**config.mk**
```make
export PLATFORM = sky130hd
export DESIGN_NAME = ray_gen
export DESIGN_NICKNAME = d
export VERILOG_FILES = /design/src/verilog/ray_gen_pkg.sv /design/src/verilog/ray_scan_fsm.sv /design/src/verilog/pixel_counter.sv /design/src/verilog/ray_dir_pipe.sv /design/src/verilog/ray_out_fifo.sv /design/src/verilog/ray_gen.sv
export SDC_FILE = /design/constraint.sdc
export NUM_CORES = 1
export LEC_CHECK = 0
export BUFFER_PORTS_ARGS = -buffer_cell sky130_fd_sc_hd__buf_2
export CORE_ASPECT_RATIO = 1.5
export CORE_MARGIN = 2
export CORE_UTILIZATION = 60
export DETAILED_ROUTE_END_ITERATION = 6
export GPL_TIMING_DRIVEN = 0
export PLACE_DENSITY = 0.78
export SYNTH_ARGS = -nofsm -noshare
export SYNTH_HDL_FRONTEND = slang
export SYNTH_SLANG_ARGS = --single-unit
```
**constraint.sdc**
```tcl
create_clock -name clk -period 18.6 [get_ports clk]
set_clock_uncertainty 0.15 [all_clocks]
set_input_delay 0.93 -clock clk [delete_from_list [all_inputs] [get_ports clk]]
set_output_delay 0.93 -clock clk [all_outputs]
set_load 0.02 [all_outputs]
```
**src/verilog/ray_gen_pkg.sv**
```systemverilog
`default_nettype none

package ray_gen_pkg;

	// screen geometry.
	localparam int RAY_COLS = 8;
	localparam int RAY_ROWS = 6;
	localparam int NUM_RAYS = RAY_COLS * RAY_ROWS;

	// datapath widths.
	localparam int COORD_W = 16;
	localparam int PIX_W   = 6;
	localparam int X_W     = 3;
	localparam int Y_W     = 3;

	// output queue and pipeline.
	localparam int FIFO_DEPTH = 8;
	localparam int CNT_W      = 4;
	localparam int PIPE_LAT   = 3;

endpackage : ray_gen_pkg

`default_nettype wire

```
**src/verilog/ray_scan_fsm.sv**
```systemverilog
`timescale 1ns/10ps
`default_nettype none

module ray_scan_fsm (
	input  logic                                        clk,
	input  logic                                        rst,
	input  logic                                        start,
	input  logic                                        pixel_last,
	input  logic [$clog2(ray_gen_pkg::PIPE_LAT+1)-1:0]  in_flight,
	input  logic [ray_gen_pkg::CNT_W-1:0]               used,
	input  logic                                        fifo_empty,
	output logic                                        issue,
	output logic                                        busy,
	output logic                                        done
);
	import ray_gen_pkg::*;

	enum logic [1:0] {IDLE, ACTIVE, DRAIN} state, state_n;

	logic [CNT_W:0] credit_sum;
	logic           has_credit;
	logic           drained;

	// ############################################################
	// credit check.
	// ############################################################

	// rays in the pipe will all land in the queue, so count them too.
	assign credit_sum = {1'b0, used} + {{(CNT_W - 1){1'b0}}, in_flight};
	assign has_credit = (credit_sum < FIFO_DEPTH);
	assign drained    = fifo_empty && (in_flight == '0);

	assign issue = (state == ACTIVE) && has_credit;
	assign busy  = (state != IDLE);

	// ############################################################
	// frame state.
	// ############################################################

	always_comb begin
		state_n = state;
		case (state)
			IDLE: begin
				if (start)
					state_n = ACTIVE;
			end
			ACTIVE: begin
				if (issue && pixel_last)
					state_n = DRAIN;
			end
			DRAIN: begin
				if (drained)
					state_n = IDLE;
			end
			default: state_n = IDLE;
		endcase
	end

	always_ff @(posedge clk or posedge rst) begin
		if (rst) begin
			state <= IDLE;
			done  <= 1'b0;
		end else begin
			state <= state_n;
			// one pulse, lands as busy falls.
			done  <= (state == DRAIN) && drained;
		end
	end

endmodule : ray_scan_fsm

`default_nettype wire

```
**src/verilog/pixel_counter.sv**
```systemverilog
`timescale 1ns/10ps
`default_nettype none

module pixel_counter (
	input  logic                            clk,
	input  logic                            rst,
	input  logic                            step,
	output logic [ray_gen_pkg::X_W-1:0]     x,
	output logic [ray_gen_pkg::Y_W-1:0]     y,
	output logic [ray_gen_pkg::PIX_W-1:0]   pixel,
	output logic                            pixel_last
);
	import ray_gen_pkg::*;

	logic row_end;

	assign row_end    = (x == X_W'(RAY_COLS - 1));
	assign pixel_last = (pixel == PIX_W'(NUM_RAYS - 1));

	// scan starts at the top row, y counts down.
	always_ff @(posedge clk or posedge rst) begin
		if (rst) begin
			x     <= '0;
			y     <= Y_W'(RAY_ROWS - 1);
			pixel <= '0;
		end else if (step) begin
			if (pixel_last) begin
				// back to the frame origin for the next start.
				x     <= '0;
				y     <= Y_W'(RAY_ROWS - 1);
				pixel <= '0;
			end else begin
				pixel <= pixel + 1'b1;
				if (row_end) begin
					x <= '0;
					y <= y - 1'b1;
				end else begin
					x <= x + 1'b1;
				end
			end
		end
	end

endmodule : pixel_counter

`default_nettype wire

```
**src/verilog/ray_dir_pipe.sv**
```systemverilog
`timescale 1ns/10ps
`default_nettype none

module ray_dir_pipe (
	input  logic                                        clk,
	input  logic                                        rst,
	input  logic                                        in_valid,
	input  logic [ray_gen_pkg::X_W-1:0]                 x,
	input  logic [ray_gen_pkg::Y_W-1:0]                 y,
	input  logic [ray_gen_pkg::PIX_W-1:0]               pixel_in,
	input  logic [ray_gen_pkg::COORD_W-1:0]             u_x,
	input  logic [ray_gen_pkg::COORD_W-1:0]             u_y,
	input  logic [ray_gen_pkg::COORD_W-1:0]             u_z,
	input  logic [ray_gen_pkg::COORD_W-1:0]             v_x,
	input  logic [ray_gen_pkg::COORD_W-1:0]             v_y,
	input  logic [ray_gen_pkg::COORD_W-1:0]             v_z,
	input  logic [ray_gen_pkg::COORD_W-1:0]             w_x,
	input  logic [ray_gen_pkg::COORD_W-1:0]             w_y,
	input  logic [ray_gen_pkg::COORD_W-1:0]             w_z,
	output logic                                        out_valid,
	output logic [ray_gen_pkg::PIX_W-1:0]               pixel_out,
	output logic [ray_gen_pkg::COORD_W-1:0]             dir_x,
	output logic [ray_gen_pkg::COORD_W-1:0]             dir_y,
	output logic [ray_gen_pkg::COORD_W-1:0]             dir_z,
	output logic [$clog2(ray_gen_pkg::PIPE_LAT+1)-1:0]  in_flight
);
	import ray_gen_pkg::*;

	logic signed [COORD_W-1:0] sx_d, sy_d;
	logic signed [COORD_W-1:0] s1_sx, s1_sy;
	logic [PIX_W-1:0]          s1_pix, s2_pix;
	logic                      s1_v, s2_v;
	logic [COORD_W-1:0]        s2_ux, s2_uy, s2_uz;
	logic [COORD_W-1:0]        s2_vx, s2_vy, s2_vz;

	// centre the screen on the view axis.
	assign sx_d = COORD_W'(x) - COORD_W'(RAY_COLS / 2);
	assign sy_d = COORD_W'(y) - COORD_W'(RAY_ROWS / 2);

	// ############################################################
	// valid chain, never stalls.
	// ############################################################

	always_ff @(posedge clk or posedge rst) begin
		if (rst) begin
			s1_v      <= 1'b0;
			s2_v      <= 1'b0;
			out_valid <= 1'b0;
		end else begin
			s1_v      <= in_valid;
			s2_v      <= s1_v;
			out_valid <= s2_v;
		end
	end

	assign in_flight = {1'b0, s1_v} + {1'b0, s2_v} + {1'b0, out_valid};

	// ############################################################
	// datapath, all arithmetic wraps at 16 bits.
	// ############################################################

	always_ff @(posedge clk) begin
		// stage 1.
		s1_sx  <= sx_d;
		s1_sy  <= sy_d;
		s1_pix <= pixel_in;
		// stage 2, low half of each product.
		s2_ux  <= s1_sx * u_x;
		s2_uy  <= s1_sx * u_y;
		s2_uz  <= s1_sx * u_z;
		s2_vx  <= s1_sy * v_x;
		s2_vy  <= s1_sy * v_y;
		s2_vz  <= s1_sy * v_z;
		s2_pix <= s1_pix;
		// stage 3.
		dir_x     <= w_x + s2_ux + s2_vx;
		dir_y     <= w_y + s2_uy + s2_vy;
		dir_z     <= w_z + s2_uz + s2_vz;
		pixel_out <= s2_pix;
	end

endmodule : ray_dir_pipe

`default_nettype wire

```
**src/verilog/ray_out_fifo.sv**
```systemverilog
`timescale 1ns/10ps
`default_nettype none

module ray_out_fifo (
	input  logic                                clk,
	input  logic                                rst,
	input  logic                                wr,
	input  logic [ray_gen_pkg::PIX_W-1:0]       wr_pixel,
	input  logic [ray_gen_pkg::COORD_W-1:0]     wr_dir_x,
	input  logic [ray_gen_pkg::COORD_W-1:0]     wr_dir_y,
	input  logic [ray_gen_pkg::COORD_W-1:0]     wr_dir_z,
	input  logic                                stall,
	output logic                                valid,
	output logic [ray_gen_pkg::PIX_W-1:0]       rd_pixel,
	output logic [ray_gen_pkg::COORD_W-1:0]     rd_dir_x,
	output logic [ray_gen_pkg::COORD_W-1:0]     rd_dir_y,
	output logic [ray_gen_pkg::COORD_W-1:0]     rd_dir_z,
	output logic [ray_gen_pkg::CNT_W-1:0]       used,
	output logic                                empty
);
	import ray_gen_pkg::*;

	logic [PIX_W-1:0]   pix_mem [FIFO_DEPTH];
	logic [COORD_W-1:0] dx_mem  [FIFO_DEPTH];
	logic [COORD_W-1:0] dy_mem  [FIFO_DEPTH];
	logic [COORD_W-1:0] dz_mem  [FIFO_DEPTH];

	logic [$clog2(FIFO_DEPTH)-1:0] rd_ptr, wr_ptr;
	logic                          pop;

	assign empty = (used == '0);
	assign valid = !empty;
	assign pop   = valid && !stall;

	// head entry shows ahead.
	assign rd_pixel = pix_mem[rd_ptr];
	assign rd_dir_x = dx_mem[rd_ptr];
	assign rd_dir_y = dy_mem[rd_ptr];
	assign rd_dir_z = dz_mem[rd_ptr];

	always_ff @(posedge clk) begin
		if (wr) begin
			pix_mem[wr_ptr] <= wr_pixel;
			dx_mem[wr_ptr]  <= wr_dir_x;
			dy_mem[wr_ptr]  <= wr_dir_y;
			dz_mem[wr_ptr]  <= wr_dir_z;
		end
	end

	// pointers wrap naturally, depth is a power of two.
	always_ff @(posedge clk or posedge rst) begin
		if (rst) begin
			rd_ptr <= '0;
			wr_ptr <= '0;
			used   <= '0;
		end else begin
			if (wr)
				wr_ptr <= wr_ptr + 1'b1;
			if (pop)
				rd_ptr <= rd_ptr + 1'b1;
			if (wr && !pop)
				used <= used + 1'b1;
			else if (pop && !wr)
				used <= used - 1'b1;
		end
	end

endmodule : ray_out_fifo

`default_nettype wire

```
**src/verilog/ray_gen.sv**
```systemverilog
`timescale 1ns/10ps
`default_nettype none

module ray_gen (
	input  logic                                clk,
	input  logic                                rst,
	input  logic                                start,
	input  logic [ray_gen_pkg::COORD_W-1:0]     u_x,
	input  logic [ray_gen_pkg::COORD_W-1:0]     u_y,
	input  logic [ray_gen_pkg::COORD_W-1:0]     u_z,
	input  logic [ray_gen_pkg::COORD_W-1:0]     v_x,
	input  logic [ray_gen_pkg::COORD_W-1:0]     v_y,
	input  logic [ray_gen_pkg::COORD_W-1:0]     v_z,
	input  logic [ray_gen_pkg::COORD_W-1:0]     w_x,
	input  logic [ray_gen_pkg::COORD_W-1:0]     w_y,
	input  logic [ray_gen_pkg::COORD_W-1:0]     w_z,
	input  logic                                ray_stall,
	output logic                                ray_valid,
	output logic [ray_gen_pkg::PIX_W-1:0]       ray_pixel,
	output logic [ray_gen_pkg::COORD_W-1:0]     ray_dir_x,
	output logic [ray_gen_pkg::COORD_W-1:0]     ray_dir_y,
	output logic [ray_gen_pkg::COORD_W-1:0]     ray_dir_z,
	output logic                                busy,
	output logic                                done
);
	import ray_gen_pkg::*;

	logic                              issue;
	logic                              pixel_last;
	logic [X_W-1:0]                    x;
	logic [Y_W-1:0]                    y;
	logic [PIX_W-1:0]                  pixel;
	logic [$clog2(PIPE_LAT+1)-1:0]     in_flight;
	logic                              out_valid;
	logic [PIX_W-1:0]                  pipe_pixel;
	logic [COORD_W-1:0]                pipe_dir_x, pipe_dir_y, pipe_dir_z;
	logic [CNT_W-1:0]                  used;
	logic                              fifo_empty;

	ray_scan_fsm i_fsm (
		.clk, .rst, .start, .pixel_last, .in_flight, .used, .fifo_empty,
		.issue, .busy, .done
	);

	pixel_counter i_pix (
		.clk, .rst, .step(issue), .x, .y, .pixel, .pixel_last
	);

	ray_dir_pipe i_pipe (
		.clk, .rst,
		.in_valid(issue), .x, .y, .pixel_in(pixel),
		.u_x, .u_y, .u_z, .v_x, .v_y, .v_z, .w_x, .w_y, .w_z,
		.out_valid, .pixel_out(pipe_pixel),
		.dir_x(pipe_dir_x), .dir_y(pipe_dir_y), .dir_z(pipe_dir_z),
		.in_flight
	);

	// queue absorbs shader back-pressure.
	ray_out_fifo i_fifo (
		.clk, .rst,
		.wr(out_valid), .wr_pixel(pipe_pixel),
		.wr_dir_x(pipe_dir_x), .wr_dir_y(pipe_dir_y), .wr_dir_z(pipe_dir_z),
		.stall(ray_stall),
		.valid(ray_valid), .rd_pixel(ray_pixel),
		.rd_dir_x(ray_dir_x), .rd_dir_y(ray_dir_y), .rd_dir_z(ray_dir_z),
		.used, .empty(fifo_empty)
	);

endmodule : ray_gen

`default_nettype wire

```
==> After elaboration in Yosys (flattened, before gate mapping) <==
Memories as Yosys holds them, arrays and structs flattened.
Index checks and enable logic that the tools add are counted.
{ "totals": {"regBits": 222, "ram_bits": 432, "in_bits": 148, "output_inout_bits": 57, "word_cells": 93, "mem_count": 4} }
{ "mem_list": {"columns": ["name", "words", "word_bits", "read_ports", "rd_ports_with_merged_regs", "write_ports", "line", "text"], "rows": [
  ["i_fifo.dx_mem", 8, 16, 1, 0, 1, "ray_out_fifo.sv:24", "logic [COORD_W-1:0] dx_mem [FIFO_DEPTH];"],
  ["i_fifo.dy_mem", 8, 16, 1, 0, 1, "ray_out_fifo.sv:25", "logic [COORD_W-1:0] dy_mem [FIFO_DEPTH];"],
  ["i_fifo.dz_mem", 8, 16, 1, 0, 1, "ray_out_fifo.sv:26", "logic [COORD_W-1:0] dz_mem [FIFO_DEPTH];"],
  ["i_fifo.pix_mem", 8, 6, 1, 0, 1, "ray_out_fifo.sv:23", "logic [PIX_W-1:0] pix_mem [FIFO_DEPTH];"]
]} }
{ "op_classes": {"add_sub_neg": 18, "n_mul": 6, "order_cmp": 1, "eq_ne": 7, "muxes": 13, "n_reduce_logical": 19} }
{ "op_table": {"columns": ["op", "n"], "rows": [
  ["$add A16 B16 Y16", 6],
  ["$mul A16 B16 Y16", 6],
  ["$mux W3", 4],
  ["$add A3 B1 Y3 const B", 3],
  ["$mux W4", 2],
  ["$logic_and A1 B1 Y1", 7],
  ["$add A6 B1 Y6 const B", 1],
  ["$eq A6 B6 Y1 const B", 1],
  ["$mux W2", 3],
  ["$mux W6", 1],
  ["$pmux W2 S3", 1],
  ["$reduce_bool A2 Y1", 3],
  ["$add A4 B2 Y5", 1],
  ["$lt A5 B4 Y1 const B", 1],
  ["$add A4 B1 Y4 const B", 1],
  ["$logic_not A1 Y1", 4],
  ["$logic_not A2 Y1", 2],
  ["$logic_not A4 Y1", 1],
  ["$ne A2 B2 Y1 const B", 2],
  ["$sub A3 B2 Y4 const B", 1],
  ["$sub A3 B3 Y4 const B", 1],
  ["$sub A4 B1 Y4 const B", 1],
  ["$eq A3 B3 Y1 const B", 1],
  ["$reduce_and A3 Y1", 1],
  ["other kinds (8)", 9]
]} }

==> Longest topological paths before layout <==
{ "depth": {"ltp_word": 8, "ltp_mapped": 22, "ltp_nobuf": 20} }

==> By module <==
From an unflattened synthesis, not the netlist that was laid out.
{ "unflattened": {"cells_unflattened": 2339, "hier_area_um2": 33514.6} }
{ "by_module_without_submodules": {"columns": ["mod", "n_inst", "cells_per_inst", "area_per_inst_um2", "seq_area_each_um2"], "rows": [
  ["ray_out_fifo", 1, 685, 16788.6, 13222.7],
  ["ray_dir_pipe", 1, 1575, 15922.8, 3458.3],
  ["pixel_counter", 1, 61, 611.8, 302.8],
  ["ray_scan_fsm", 1, 18, 191.4, 75.1]
]} }

==> Worst setup path after synthesis <==
OpenSTA, ideal clock, no wires.
{ "synth_timing": {"path_type": "reg-to-reg", "from": "register i_pipe.s1_sy[14]", "to": "register i_pipe.s2_vy[14]", "arrival_time_ps": 5629, "required_ps": 18332, "path_slack_ps": 12703, "stages_incl_launch_ff": 21, "path_buffers": 3, "path_cell_list": "dfxtp_1 buf_4 clkbuf_1 clkbuf_1 nand2_1 fa_1 inv_1 fa_1 fa_1 ha_1 fa_1 inv_1 fa_1 inv_1 ha_1 and3_1 a21oi_1 o31ai_1 o21a_1 o41a_1 xor2_1"} }
{ "synth_between": {"elab_chain_cells": 1} }
{ "synth_lines": {"columns": ["item", "line", "text"], "rows": [
  ["start: declaration", "ray_dir_pipe.sv:30", "logic signed [COORD_W-1:0] s1_sx, s1_sy;"],
  ["start signal: assignment", "ray_dir_pipe.sv:65", "s1_sy <= sy_d;"],
  ["$mul A16 B16 Y16", "ray_dir_pipe.sv:72", "s2_vy <= s1_sy * v_y;"],
  ["end signal: assignment", "ray_dir_pipe.sv:72", null],
  ["end: declaration", "ray_dir_pipe.sv:34", "logic [COORD_W-1:0] s2_vx, s2_vy, s2_vz;"]
]} }
No other way between the ends.
A chain may end at the register's enable or synchronous reset.

==> Final worst setup path <==
{ "layout_timing": {"from": "register i_pipe.s1_sy[14]", "to": "register i_pipe.s2_vz[15]"} }
{ "layout_between": {"elab_chain_cells": 1} }
{ "layout_lines": {"columns": ["item", "line", "text"], "rows": [
  ["$mul A16 B16 Y16", "ray_dir_pipe.sv:73", "s2_vz <= s1_sy * v_z;"],
  ["end signal: assignment", "ray_dir_pipe.sv:73", null],
  ["end: declaration", "ray_dir_pipe.sv:34", null]
]} }
No other way between the ends.

==> summary by stage <==
Yosys
Dividing the synthesized area by the synthesized cell count gives 12.7 um^2. The area fraction in compound gates after synthesis is 0.0350. The synthesized design contains 629 register bits. Of the total synthesized cell area, the portion taken by full adders, half adders and majority gates is 0.293. Of the total synthesized cell area, the portion taken by XOR and XNOR cells is 0.0580. The simple-gate portion of the synthesized area is 0.0655.

After synthesis, the share of cell area in mux cells is 0.0748. In this run, distinct cell masters in the synthesized netlist total roughly 60. The share of the Yosys chip area taken by registers is 0.414.

The share of async-settable or async-resettable flops after synthesis is 0.0445. After synthesis, the largest family of logic cells by area is adder cells. The synthesized design contains 432 enable-type register cells.

The cell count after synthesis came out at 3,240. The post-synthesis cell area is 0.0413 mm^2. The most used flip-flop cell after synthesis is sky130_fd_sc_hd__edfxtp_1. The net count after synthesis is 4,120.

The warning count from the yosys run is 0.

Finish
The most frequent standard cell in the layout excluding fill and tap cells is sky130_fd_sc_hd__inv_1. The fraction of final layout cells sized beyond drive strength 1 is 0.148. Relative to the synthesized area, the layout overhead comes to 10.9%.

The filler cells instantiated in the layout total 4,922. Once layout is done, the placed cells without fillers occupy 0.0457 mm^2. The library cells used most frequently in the layout, excluding fill and tap cells, are sky130_fd_sc_hd__inv_1 (591), sky130_fd_sc_hd__edfxtp_1 (432), sky130_fd_sc_hd__fa_1 (374), sky130_fd_sc_hd__ha_1 (358), sky130_fd_sc_hd__buf_2 (217). For this run, the post-layout net count is 4,406.

Clock tree
In this run the post-CTS setup repair buffer count came out at 0. The number of buffers inserted by hold repair at cts is 0. The root buffer cell is sky130_fd_sc_hd__clkbuf_16. The maximum level of the CTS H-tree is 2. In this run, post-CTS repair resized a total of 0 instances. The number of clock buffers inserted by TritonCTS is 56. The worst-case clock buffer depth is 3. The CTS clock-pin slew for the worst setup and hold paths is 0.07 ns. TritonCTS built the clock tree.

The number of sinks handled by clock tree synthesis is 629. The clock insertion delay at the later pin of the skew report is about 0.64 ns.

GRT
The met2 track demand over resource in global routing is 0.488. The maximum number of pins on one net before global-route repair is 29. The routing usage on met3 is 0.0418. met2 is the most crowded layer.

The number of antenna violations at the first check in global routing came to 34. In the global route stage, met1 resource usage came out at 0.321. The number of global-route vias before repair is ~26,000. The sum of overflow across all layers after global routing is 0. The wire length of the first global-routing pass is 145,000 um. In the global route stage, overall resource usage came out at 0.270.

STA
The number of slew-limit violations in the final report is 0. The final-report hold violation count is 0. The worst setup slack after layout is 11.51 ns. Setup total negative slack on the finished layout was measured at 0 ns.

The hold slack is 0.178 ns. Derived from the worst setup path, the maximum achievable clock frequency is 141 MHz. In this run the tightest slew margin relative to its limit is 0.228. Setup repair after global routing left no endpoint under its margin. Subtracting the final worst setup slack from the clock period gives 7.09 ns. At the pin with the least slew margin, the transition time is 1.16 ns.

Of the available clock period, the critical path in the final layout requires 0.381. The final number of setup-violating endpoints is 0.

Floorplanning
The number of core rows is 117. The die outline width is 218 um. From bottom edge to top edge, the die measures 325 um.

For this configuration, the core starts out at a cell density of 0.607. Pin placement for this block handled 205 I/O pins. The die area is 0.0709 mm^2. The region available for standard cell placement spans about 0.068 mm^2.

Setup path
The type of origin of the critical path is a flop. Data on the critical path arrives at its endpoint at between 7 and 8 ns. The endpoint type of the worst setup path is a flop. The required time at the worst-slack endpoint is 18.90 ns.

The critical path is of the reg -> reg type. Along the worst path, the maximum fanout reaches 10.

Drt
In this run the remaining antenna-violating nets after routing total 0. The number of DRC violations after detailed routing is 0. The routed layout has 24,600 vias. The first routing iteration left around 1,400 violations.

The first-pass detailed-route iteration total is 5. After detailed routing, the number of vias per cell comes to around 5.5. Wires add up to 92,400 um. Dividing the detail-routed wire length by the instance count gives 20.6 um.

Placement
At the end of routability-driven placement, the weighted congestion stood at around 0.92. Detailed placement ended at an HPWL of 71,600 um. Input and output buffers added on the ports amount to 204. The pre-CTS worst setup slack is 11.53 ns. The instance area at placement is ~0.044 mm^2.

Run
Across the run, the number of max-cap violations was 0.

Min path
The worst hold path belongs to the class reg -> reg.

Run status
The run finished with clean final reports.
[sequential cells by signal (all words and copies together), names as in the netlist, 4 cells and up]
name	count
i_pipe.s1_pix	6
i_fifo.pix_mem	48
i_pipe.s2_vz	16
i_fifo.used	4
i_pipe.s2_uy	16
i_pipe.s2_ux	16
i_pipe.dir_x	16
i_pipe.s2_vy	16
i_pipe.dir_z	16
i_pipe.dir_y	16
i_pix.pixel	6
i_pipe.s2_pix	6
i_pipe.pixel_out	6
i_pipe.s2_uz	16
i_fifo.dx_mem	128
i_fifo.dz_mem	128
i_pipe.s2_vx	16
i_fifo.dy_mem	128
i_pipe.s1_sy	4
[critical path: stages (launching register included)]
cell and delay [ns]:
sky130_fd_sc_hd__dfxtp_1 0.32, sky130_fd_sc_hd__buf_4 0.21, sky130_fd_sc_hd__clkbuf_1 0.43, sky130_fd_sc_hd__clkbuf_1 0.62, sky130_fd_sc_hd__nand2_1 0.28, sky130_fd_sc_hd__fa_1 0.69
sky130_fd_sc_hd__inv_1 0.14, sky130_fd_sc_hd__fa_1 0.73, sky130_fd_sc_hd__inv_1 0.14, sky130_fd_sc_hd__fa_1 0.51, sky130_fd_sc_hd__fa_1 0.57, sky130_fd_sc_hd__fa_1 0.43
sky130_fd_sc_hd__fa_1 0.41, sky130_fd_sc_hd__xnor2_1 0.23, sky130_fd_sc_hd__xnor2_1 0.16, sky130_fd_sc_hd__xnor2_1 0.15, sky130_fd_sc_hd__xnor2_1 0.15, sky130_fd_sc_hd__xnor2_1 0.16
sky130_fd_sc_hd__xnor2_1 0.42
[cell families after synthesis]
kind of cell    Yosys count
fa+ha+maj               744
buf+inv                 656
flops                   629
simple gates            549
xor+xnor                265
compound gates          231
mux                     166
[metal layers]
layer  vias to the layer above  wire (um)  part of all wire
li1                      11300          -                 -
met1                     12400      34100              0.37
met2                       648      49100              0.53
met3                       192       5250             0.057
met4                        22       3780             0.041
met5                         -        108            0.0012
[worst paths after layout]
kind,endpoint,slack [ns],cells past startpoint,from
max in group asynchronous,i_fifo.rd_ptr[1]$_DFFE_PP0P_,17.15,2,rst
min in group asynchronous,i_fsm.done$_DFF_PP0_,0.45,2,rst
min reg2reg,i_pipe.pixel_out[4]$_DFF_P_,0.18,0,i_pipe.s2_pix[4]$_DFF_P_
min,i_pipe.pixel_out[4]$_DFF_P_,0.18,0,i_pipe.s2_pix[4]$_DFF_P_
max reg2reg,i_pipe.s2_vz[15]$_DFF_P_,11.51,18,i_pipe.s1_sy[14]$_DFF_P_
max,i_pipe.s2_vz[15]$_DFF_P_,11.51,18,i_pipe.s1_sy[14]$_DFF_P_
[Yosys cell counts (4+ instances only)]
master / n / area share
sky130_fd_sc_hd__and2_1: 164 / 0.025
sky130_fd_sc_hd__mux4_2: 108 / 0.059
sky130_fd_sc_hd__dfxtp_1: 169 / 0.082
sky130_fd_sc_hd__nand2b_1: 27 / 0.0041
sky130_fd_sc_hd__a21oi_1: 59 / 0.0072
sky130_fd_sc_hd__buf_2: 13 / 0.0016
sky130_fd_sc_hd__a21o_1: 28 / 0.0051
sky130_fd_sc_hd__nand2_1: 204 / 0.019
sky130_fd_sc_hd__mux2_2: 56 / 0.015
sky130_fd_sc_hd__xor2_1: 62 / 0.013
sky130_fd_sc_hd__inv_1: 590 / 0.054
sky130_fd_sc_hd__o31ai_1: 8 / 0.0015
sky130_fd_sc_hd__o21ai_1: 25 / 0.0030
sky130_fd_sc_hd__fa_1: 374 / 0.18
sky130_fd_sc_hd__nor2b_1: 19 / 0.0029
sky130_fd_sc_hd__xnor2_1: 195 / 0.041
sky130_fd_sc_hd__clkbuf_1: 48 / 0.0044
sky130_fd_sc_hd__a21boi_1: 4 / 0.00073
sky130_fd_sc_hd__nor2_1: 75 / 0.0068
sky130_fd_sc_hd__maj3_1: 12 / 0.0029
sky130_fd_sc_hd__a31oi_1: 15 / 0.0023
sky130_fd_sc_hd__a211oi_1: 5 / 0.00091
sky130_fd_sc_hd__o211ai_1: 5 / 0.00091
sky130_fd_sc_hd__xnor2_2: 4 / 0.0016
sky130_fd_sc_hd__o21ai_0: 43 / 0.0052
sky130_fd_sc_hd__nand3_1: 8 / 0.00097
sky130_fd_sc_hd__a31o_2: 5 / 0.0011
sky130_fd_sc_hd__or3_1: 5 / 0.00076
sky130_fd_sc_hd__o21a_1: 13 / 0.0024
sky130_fd_sc_hd__ha_1: 358 / 0.11
sky130_fd_sc_hd__and3_1: 10 / 0.0015
sky130_fd_sc_hd__dfrtp_1: 26 / 0.016
sky130_fd_sc_hd__edfxtp_1: 432 / 0.31
sky130_fd_sc_hd__nor3_1: 24 / 0.0029
[stage by stage]
stage,std cells,utilization
2_1_floorplan,3240,-
3_3_place_gp,4336,0.639
3_5_place_dp,4360,0.645
4_1_cts,4465,0.673
5_1_grt,4476,0.673
6_report,4486,0.673
[area by class of cell]
type                            instances  area, um^2  share of cell area
Multi-Input combinational cell       1955       21800               0.476
Sequential cell                       629       17100               0.373
Inverter                              590        2210              0.0484
Clock buffer                           76        1580              0.0345
Timing Repair Buffer                  228        1400              0.0307
Tap cell                              892        1120              0.0244
Clock inverter                         29         283             0.00618
Buffer                                 66         272             0.00594
Antenna cell                           21        52.6             0.00115
Power is not shown: default switching activity piles up to over one toggle a cycle in this logic, so the estimate is an artifact.
